### config.mk
export PLATFORM = sky130hd
export DESIGN_NAME = rename_stage
export DESIGN_NICKNAME = d
export VERILOG_FILES = /design/src/verilog/rv32i_pkg.sv /design/src/verilog/rename_pkg.sv /design/src/verilog/rat.sv /design/src/verilog/rrat.sv /design/src/verilog/free_list.sv /design/src/verilog/rename_stage.sv
export VERILOG_INCLUDE_DIRS = /design/src /design/src/verilog
export SDC_FILE = /design/constraint.sdc
export NUM_CORES = 2
export LEC_CHECK = 0
export BUFFER_PORTS_ARGS = -buffer_cell sky130_fd_sc_hd__clkbuf_2
export CORE_MARGIN = 2
export CORE_UTILIZATION = 41
export DETAILED_ROUTE_END_ITERATION = 8
export GPL_TIMING_DRIVEN = 0
export PLACE_DENSITY = 0.62
export SLEW_MARGIN = 20
export SYNTH_ARGS = -nofsm -noshare
export SYNTH_HDL_FRONTEND = slang
export SYNTH_SLANG_ARGS = --single-unit
### constraint.sdc
create_clock -name clk -period 4.3 [get_ports clk]
set_input_delay 0.43 -clock clk [delete_from_list [all_inputs] [get_ports clk]]
set_output_delay 0.43 -clock clk [all_outputs]
set_load 0.02 [all_outputs]
### src/verilog/rename_params.svh
`ifndef RENAME_PARAMS_SVH
`define RENAME_PARAMS_SVH

// architectural and physical register file sizes
`define ARCH_REGS      32
`define PHYS_REGS      64
`define ARCH_REG_BITS  5
`define PHYS_REG_BITS  6

// result broadcasts per cycle
`define CDB_PORTS      2

// registers not covered by the committed map
`define FREE_REGS      (`PHYS_REGS - `ARCH_REGS)

`endif

### src/verilog/rv32i_pkg.sv
`default_nettype none

package rv32i_pkg;

    // major opcodes that the rename stage distinguishes
    typedef enum logic [6:0] {
        op_lui   = 7'b0110111,
        op_auipc = 7'b0010111,
        op_jal   = 7'b1101111,
        op_jalr  = 7'b1100111,
        op_br    = 7'b1100011,
        op_load  = 7'b0000011,
        op_store = 7'b0100011,
        op_imm   = 7'b0010011,
        op_reg   = 7'b0110011
    } rv_opcode_e;

    // register-field layout
    typedef struct packed {
        logic [6:0] funct7;
        logic [4:0] rs2;
        logic [4:0] rs1;
        logic [2:0] funct3;
        logic [4:0] rd;
        logic [6:0] opcode;
    } rv_r_view_t;

    // upper-immediate layout, also covers jal
    typedef struct packed {
        logic [19:0] imm20;
        logic [4:0]  rd;
        logic [6:0]  opcode;
    } rv_u_view_t;

    typedef union packed {
        rv_r_view_t r;
        rv_u_view_t u;
    } rv_inst_u;

endpackage

`default_nettype wire

### src/verilog/rename_pkg.sv
`include "rename_params.svh"

`default_nettype none

package rename_pkg;
    import rv32i_pkg::*;

    typedef logic [`PHYS_REG_BITS-1:0] phys_tag_t;

    // decoded instruction entering rename
    typedef struct packed {
        rv_inst_u    inst;
        logic [31:0] pc;
    } dispatch_t;

    // instruction leaving rename with physical tags
    typedef struct packed {
        rv_inst_u                 inst;
        logic [31:0]              pc;
        phys_tag_t                ps1;
        phys_tag_t                ps2;
        phys_tag_t                pd;
        logic                     ps1_ready;
        logic                     ps2_ready;
        logic                     has_rd;
        logic [`ARCH_REG_BITS-1:0] rd;
    } renamed_t;

    // one result broadcast
    typedef struct packed {
        logic                      valid;
        logic [`ARCH_REG_BITS-1:0] rd;
        phys_tag_t                 pd;
    } cdb_t;

    // in-order retirement from the ROB
    typedef struct packed {
        logic                      valid;
        logic [`ARCH_REG_BITS-1:0] rd;
        phys_tag_t                 pd;
    } commit_t;

endpackage

`default_nettype wire

### src/verilog/rat.sv
`include "rename_params.svh"

`default_nettype none

module rat
    import rename_pkg::*;
(
    input  wire logic                      clk,
    input  wire logic                      rst,
    input  wire logic [`ARCH_REG_BITS-1:0] rs1,
    input  wire logic [`ARCH_REG_BITS-1:0] rs2,
    output phys_tag_t                      ps1,
    output phys_tag_t                      ps2,
    output logic                           ps1_ready,
    output logic                           ps2_ready,
    input  wire logic                      rename_we,
    input  wire logic [`ARCH_REG_BITS-1:0] rename_rd,
    input  phys_tag_t                      rename_pd,
    input  cdb_t                           cdb [`CDB_PORTS],
    input  wire logic                      flush,
    input  phys_tag_t                      restore_map [`ARCH_REGS]
);

    phys_tag_t              map_q [`ARCH_REGS];
    phys_tag_t              map_d [`ARCH_REGS];
    logic [`ARCH_REGS-1:0]  ready_q;
    logic [`ARCH_REGS-1:0]  ready_d;

    // lookups see the state before this edge, no bypass
    assign ps1       = map_q[rs1];
    assign ps2       = map_q[rs2];
    assign ps1_ready = ready_q[rs1];
    assign ps2_ready = ready_q[rs2];

    always_comb begin
        map_d   = map_q;
        ready_d = ready_q;

        // wakeup only if rd still points at the broadcast tag
        for (int p = 0; p < `CDB_PORTS; p++) begin
            if (cdb[p].valid && cdb[p].pd == map_q[cdb[p].rd]) begin
                ready_d[cdb[p].rd] = 1'b1;
            end
        end

        // new mapping wins over a same-cycle wakeup of the old tag
        if (rename_we && rename_rd != '0) begin
            map_d[rename_rd]   = rename_pd;
            ready_d[rename_rd] = 1'b0;
        end

        ready_d[0] = 1'b1;

        // restore committed state, all values are architectural
        if (flush) begin
            for (int i = 0; i < `ARCH_REGS; i++) begin
                map_d[i]   = restore_map[i];
                ready_d[i] = 1'b1;
            end
        end
    end

    always_ff @(posedge clk) begin
        if (rst) begin
            for (int i = 0; i < `ARCH_REGS; i++) begin
                map_q[i] <= phys_tag_t'(i);
            end
            ready_q <= '1;
        end else begin
            map_q   <= map_d;
            ready_q <= ready_d;
        end
    end

    // x0 survives renames and flush restores
    a_map0_zero: assert property (
        @(posedge clk) disable iff (rst) map_q[0] == '0
    ) else $error("MISMATCH rat map_q[0] = 0x%0h", map_q[0]);

    // top level must hold off dispatch during flush
    a_no_rename_on_flush: assert property (
        @(posedge clk) disable iff (rst) !(rename_we && flush)
    ) else $error("MISMATCH rat rename_we with flush, rd 0x%0h", rename_rd);

endmodule

`default_nettype wire

### src/verilog/rrat.sv
`include "rename_params.svh"

`default_nettype none

module rrat
    import rename_pkg::*;
(
    input  wire logic clk,
    input  wire logic rst,
    input  commit_t   commit,
    input  wire logic flush,
    output phys_tag_t arch_map [`ARCH_REGS],
    output logic      free_valid,
    output phys_tag_t free_pd
);

    logic commit_we;

    assign commit_we = commit.valid && commit.rd != '0;

    always_ff @(posedge clk) begin
        if (rst) begin
            for (int i = 0; i < `ARCH_REGS; i++) begin
                arch_map[i] <= phys_tag_t'(i);
            end
            free_valid <= 1'b0;
        end else begin
            if (commit_we) begin
                arch_map[commit.rd] <= commit.pd;
            end
            free_valid <= commit_we;
        end
    end

    // stale tag leaves with the strobe
    always_ff @(posedge clk) begin
        if (commit_we) begin
            free_pd <= arch_map[commit.rd];
        end
    end

    a_no_commit_x0: assert property (
        @(posedge clk) disable iff (rst) !(commit.valid && commit.rd == '0)
    ) else $error("MISMATCH rrat commit.rd = 0x%0h pd = 0x%0h", commit.rd, commit.pd);

    // flush restore reads arch_map as of this edge
    a_no_commit_on_flush: assert property (
        @(posedge clk) disable iff (rst) !(commit.valid && flush)
    ) else $error("MISMATCH rrat commit with flush, rd = 0x%0h", commit.rd);

endmodule

`default_nettype wire

### src/verilog/free_list.sv
`include "rename_params.svh"

`default_nettype none

module free_list
    import rename_pkg::*;
(
    input  wire logic clk,
    input  wire logic rst,
    input  wire logic flush,
    input  wire logic pop,
    input  wire logic push,
    input  phys_tag_t push_pd,
    output logic      head_valid,
    output phys_tag_t head_pd
);

    localparam int PTR_BITS = $clog2(`FREE_REGS);
    localparam int CNT_BITS = $clog2(`FREE_REGS + 1);

    phys_tag_t           slots [`FREE_REGS];
    logic [PTR_BITS-1:0] rd_ptr;
    logic [PTR_BITS-1:0] wr_ptr;
    logic [CNT_BITS-1:0] count;

    assign head_valid = count != '0;
    assign head_pd    = slots[rd_ptr];

    always_ff @(posedge clk) begin
        if (rst) begin
            for (int i = 0; i < `FREE_REGS; i++) begin
                slots[i] <= phys_tag_t'(`ARCH_REGS + i);
            end
            rd_ptr <= '0;
            wr_ptr <= '0;
            count  <= CNT_BITS'(`FREE_REGS);
        end else begin
            if (push) begin
                slots[wr_ptr] <= push_pd;
                wr_ptr        <= wr_ptr + PTR_BITS'(1);
            end

            if (flush) begin
                // the FREE_REGS slots behind the write pointer are
                // exactly the tags the committed map does not hold
                rd_ptr <= wr_ptr + PTR_BITS'(push);
                count  <= CNT_BITS'(`FREE_REGS);
            end else begin
                if (pop) begin
                    rd_ptr <= rd_ptr + PTR_BITS'(1);
                end
                case ({push, pop})
                    2'b10:   count <= count + CNT_BITS'(1);
                    2'b01:   count <= count - CNT_BITS'(1);
                    default: count <= count;
                endcase
            end
        end
    end

    a_no_pop_empty: assert property (
        @(posedge clk) disable iff (rst) pop |-> count != '0
    ) else $error("MISMATCH free_list pop on empty, rd_ptr = 0x%0h", rd_ptr);

    // a full list means nothing speculative is live to retire
    a_no_push_full: assert property (
        @(posedge clk) disable iff (rst) push |-> count != CNT_BITS'(`FREE_REGS)
    ) else $error("MISMATCH free_list push on full, push_pd = 0x%0h", push_pd);

endmodule

`default_nettype wire

### src/verilog/rename_stage.sv
`include "rename_params.svh"

`default_nettype none

module rename_stage
    import rv32i_pkg::*;
    import rename_pkg::*;
(
    input  wire logic clk,
    input  wire logic rst,
    input  wire logic dispatch_valid,
    input  dispatch_t dispatch,
    output logic      dispatch_ready,
    output logic      out_valid,
    output renamed_t  out,
    input  wire logic out_ready,
    input  cdb_t      cdb [`CDB_PORTS],
    input  commit_t   commit,
    input  wire logic flush
);

    rv_inst_u  inst;
    logic      use_rs1;
    logic      use_rs2;
    logic      has_rd;
    logic      out_free;
    logic      accept;
    logic      rename_we;
    phys_tag_t rat_ps1;
    phys_tag_t rat_ps2;
    logic      rat_ps1_ready;
    logic      rat_ps2_ready;
    logic      head_valid;
    phys_tag_t head_pd;
    logic      free_valid;
    phys_tag_t free_pd;
    phys_tag_t arch_map [`ARCH_REGS];
    renamed_t  renamed_d;

    assign inst = dispatch.inst;

    // u-type and jal carry an immediate where rs1 would be
    assign use_rs1 = !(inst.u.opcode inside {op_lui, op_auipc, op_jal});
    assign use_rs2 = inst.r.opcode inside {op_reg, op_br, op_store};
    assign has_rd  = !(inst.r.opcode inside {op_store, op_br}) && inst.r.rd != '0;

    assign out_free       = !out_valid || out_ready;
    assign dispatch_ready = out_free && (head_valid || !has_rd) && !flush;
    assign accept         = dispatch_valid && dispatch_ready;
    assign rename_we      = accept && has_rd;

    always_comb begin
        renamed_d.inst      = dispatch.inst;
        renamed_d.pc        = dispatch.pc;
        renamed_d.ps1       = use_rs1 ? rat_ps1 : '0;
        renamed_d.ps2       = use_rs2 ? rat_ps2 : '0;
        renamed_d.ps1_ready = use_rs1 ? rat_ps1_ready : 1'b1;
        renamed_d.ps2_ready = use_rs2 ? rat_ps2_ready : 1'b1;
        renamed_d.pd        = has_rd ? head_pd : '0;
        renamed_d.has_rd    = has_rd;
        renamed_d.rd        = inst.r.rd;
    end

    // flush squashes whatever sits in the output register
    always_ff @(posedge clk) begin
        if (rst || flush) begin
            out_valid <= 1'b0;
        end else if (out_free) begin
            out_valid <= accept;
        end
    end

    always_ff @(posedge clk) begin
        if (accept) begin
            out <= renamed_d;
        end
    end

    rat u_rat (
        .clk         (clk),
        .rst         (rst),
        .rs1         (inst.r.rs1),
        .rs2         (inst.r.rs2),
        .ps1         (rat_ps1),
        .ps2         (rat_ps2),
        .ps1_ready   (rat_ps1_ready),
        .ps2_ready   (rat_ps2_ready),
        .rename_we   (rename_we),
        .rename_rd   (inst.r.rd),
        .rename_pd   (head_pd),
        .cdb         (cdb),
        .flush       (flush),
        .restore_map (arch_map)
    );

    rrat u_rrat (
        .clk        (clk),
        .rst        (rst),
        .commit     (commit),
        .flush      (flush),
        .arch_map   (arch_map),
        .free_valid (free_valid),
        .free_pd    (free_pd)
    );

    free_list u_free_list (
        .clk        (clk),
        .rst        (rst),
        .flush      (flush),
        .pop        (rename_we),
        .push       (free_valid),
        .push_pd    (free_pd),
        .head_valid (head_valid),
        .head_pd    (head_pd)
    );

    a_out_stable: assert property (
        @(posedge clk) disable iff (rst)
        (out_valid && !out_ready && !flush) |=> (out_valid && $stable(out))
    ) else $error("MISMATCH rename_stage out changed while stalled, pd = 0x%0h", out.pd);

endmodule

`default_nettype wire

==> flow_metrics.py <==
metrics = {
    "sta": {
        "tightest_slew_ns": 1.343,
        "fin_tns_setup_ns": -0.03397,
        "fin_skew_ns": 0.03904,
        "finalSetupViolCount": 3,
        "drv_slew": 0,
        "hold_viol_final": 0,
        "rsz0062_at_grt": "no",
        "relSlewSlack_pct": 10.44,
        "period_share_pct": 100.4,
        "fin_crit_ns": 4.315,
        "fin_ws_ns": -0.01533,
        "timing.fmax_ghz": 0.2317,
    },
    "global_route": {
        "grt_pass1_wl_mm": 264.0,
        "grt_max_degree": 33,
        "antenna_found_initial": 5,
        "grt_pass1_vias": 31730,
        "gr-total-overflow": 0,
        "grt_use_total_pct": 40.71,
    },
    "cells_and_area": {
        "layout_commonest_cell": "dfxtp_1",
        "area_growth_pct": 16.11,
        "stdcell_count": 4946,
        "final_nets": 3809,
        "layout_common_cells": "dfxtp_1 (438), nor2_1 (316), edfxtp_1 (283)",
        "n_fill_cell": 8384,
        "drive_gt1_share_pct": 19.00,
    },
    "setup_path": {
        "cp_max_fo": 10,
        "reg2reg_depth": 9,
        "rr_endpoint": "u_rat.map_q[144]",
        "cp_num_buf_inv": 3,
        "ff2ff_setup_slack_ns": -0.02,
        "start_kind": "flip-flop",
        "criticalPathCategory": "flip-flop to flip-flop",
        "crit_slowest_cell": "clkbuf_1",
        "cp-end-kind": "flip-flop",
        "arrival_ns": 4.87,
        "path_common_cell": "clkbuf_1",
        "path_cells": "clkbuf_1 > mux4_2 > mux4_2 > mux2_2 > and2_1 > clkbuf_1 > nand2_1 > clkbuf_1 > o21ai_0",
        "crit_family": "buffers and inverters",
        "slowest_delay_ns": 0.72,
        "crit_required_ns": 4.85,
    },
    "synth": {
        "synth-seq-cells": 721,
        "synth.area.top_cells": "dfxtp_1 (23%), edfxtp_1 (23%), mux4_2 (15%)",
        "syn_nets": 3457,
        "ys_async_sr_fraction_pct": 0,
        "ys_seq_area_share_pct": 45.93,
        "synth_edf_count": 283,
        "syn_area_um2": 37590,
        "synth_top_area_share_pct": 23.32,
        "netlist_instances": 3339,
        "synth.largest_area_cell": "dfxtp_1",
        "synthFlopType": "dfxtp_1",
        "synth_area_per_cell_um2": 11.26,
        "yosys_warnings": 0,
        "synth_cell_types": 64,
    },
    "cts": {
        "worst_skew_pair.late_latency_ns": 0.71,
        "htreeDepth": 3,
        "clockBufferDepth": 3,
        "root_buffer": "clkbuf_16",
        "clk_pin_slew_ns": 0.06,
        "clock-sinks": 721,
        "cts_buffers": 82,
        "cts_tree": "built",
    },
    "placed_design": {
        "post-place-cells": 4729,
        "gp_congestion": 1.026,
        "io_buffers": 192,
        "hpwl_mm": 153.0,
    },
    "detailed_routing": {
        "dr_wl_met3_mm": 23.50,
        "dr_wl_met2_mm": 82.28,
        "dr.max_layer_used": "met5",
        "drtIter0Drc": 5330,
        "ant_nets": 0,
        "routed_via_density": 6.820,
        "wl_met1_mm": 72.66,
        "dr.pass1.iters": 9,
        "routed_wl_mm": 195.3,
        "via_count": 33730,
        "wl_per_cell_um": 39.48,
        "drc": 0,
    },
    "die": {
        "die_x_um": 306.8,
        "die_area_um2": 94130,
        "fp.coreArea_um2": 91250,
        "die_y_um": 306.8,
        "num_rows": 111,
        "start_util_pct": 41.20,
        "io_pins": 197,
    },
    "run_status": {
        "outcome": "finished, violations left",
        "violations": "setup timing",
    },
    "min_path": {
        "worstHoldStart": "commit[5]",
        "min_path_cells": 3,
        "hold_end": "u_rrat.arch_map[167]",
        "hp-class": "input pin to flip-flop",
    },
    "power_and_ir_drop": {
        "worst_ir_drop_vdd_uv": 292.9,
        "p_leak_nw": 14.43,
        "p_per_area_nw_per_um2": 385.2,
    },
    "run": {
        "drv_cap": 0,
    },
}
==> per-layer routing <==
layer  up-vias  GRT usage, %
li1      13770             -
met1     16690         51.86
met2      2642         59.57
met3       635         11.48
met4         2         28.76
met5         -             0
==> power breakdown <==
part           internal, W  switching, W  total [W]
Clock              0.00407       0.00315    0.00722
Combinational     0.000669       0.00148    0.00215
Sequential         0.00724      0.000198    0.00744
Total               0.0120       0.00483     0.0168
==> registers in the layout (all words and copies together) (netlist names), named ones only <==
register            cells
out                    85
u_rat.map_q           192
u_free_list.slots     192
u_rrat.free_pd          6
u_rrat.arch_map       192
u_free_list.wr_ptr      5
out_valid               1
u_rat.ready_q          31
u_free_list.count       6
u_rrat.free_valid       1
u_free_list.rd_ptr      5
==> cell families after synthesis <==
group,after synthesis,share of synthesized area (%)
fa+ha+maj,13,0.4526
compound gates,655,12.70
buf+inv,344,3.747
flops,721,45.93
simple gates,1054,14.42
mux,527,22.17
xor+xnor,25,0.5824
==> how the worst max path moves through the flow <==
| stage | endpoint | slack (ns) | cells past startpoint | start |
|---|---|---|---|---|
| final | u_rat.map_q[144] | -0.02 | 9 | flip-flop |
| after global routing | u_rat.map_q[16] | 0.006 | 10 | flip-flop |
| after CTS | u_free_list.count[5] | 0.001 | 16 | dispatch[40] |
| after detailed placement | u_rat.map_q[99] | -0.63 | 10 | flip-flop |
| after global placement | u_rat.map_q[36] | -2.41 | 11 | dispatch[39] |
| after floorplan | u_rat.map_q[99] | 0.51 | 10 | dispatch[39] |
==> what timing repair did <==
action                     CTS  global route
resized for setup            3            13
hold buffers                63             0
pin swaps                    0             2
setup endpoints to repair   71            42
setup buffers                0             2
hold endpoints to repair    63             0
==> through the flow <==
step	worst slack, ns	utilization [%]	cell area (um^2)	hold slack [ns]	total power, W
floorplan	0.5110	-	37600	0.4460	0.008620
global placement	-2.413	43.89	40040	0.4671	0.009585
detailed placement	-0.6324	44.11	40250	0.4714	0.009596
CTS	0.0009761	47.77	43580	0.005698	0.01672
global route	0.005780	47.83	43640	0.01692	0.01713
finish	-0.01533	47.84	43650	0.02381	0.01681
==> final cells by class <==
type	instances	area (um^2)	share of cell area, %
clock buffers	119	2354	5.392
diodes	3	7.507	0.01720
flip-flops and latches	721	17270	39.56
clock inverters	31	347.8	0.7968
inverters	14	56.30	0.1290
repair buffers	269	1777	4.070
well taps	1186	1484	3.399
multi-input cells	2274	18990	43.50
plain buffers	329	1370	3.139
==> worst min-delay path: stages <==
cell and delay [ns]:
clkbuf_2 0.12, nand3_1 0.07, a21oi_1 0.05
==> cell usage after synthesis (all sizes together), types with 9 or more instances <==
library cell and number:
and3 22, a211oi 9, dfxtp 438, nand4bb 12
xnor2 13, nor2 321, xor2 12, nor2b 80
o31a 11, nor4 31, a221oi 66, o21ai 82
nor3 50, ha 12, mux4 244, a21oi 112
and2 61, or3 85, o221ai 14, buf 88
a222oi 97, mux2i 278, a31oi 14, nand3 45
clkbuf 242, a211o 82, nand2 191, inv 14
nor3b 14, nand3b 12, edfxtp 283, nand4 24
a22oi 49, o22ai 96, or4 18, or2 45
nand2b 10
Power figures use the tool's default switching activity.
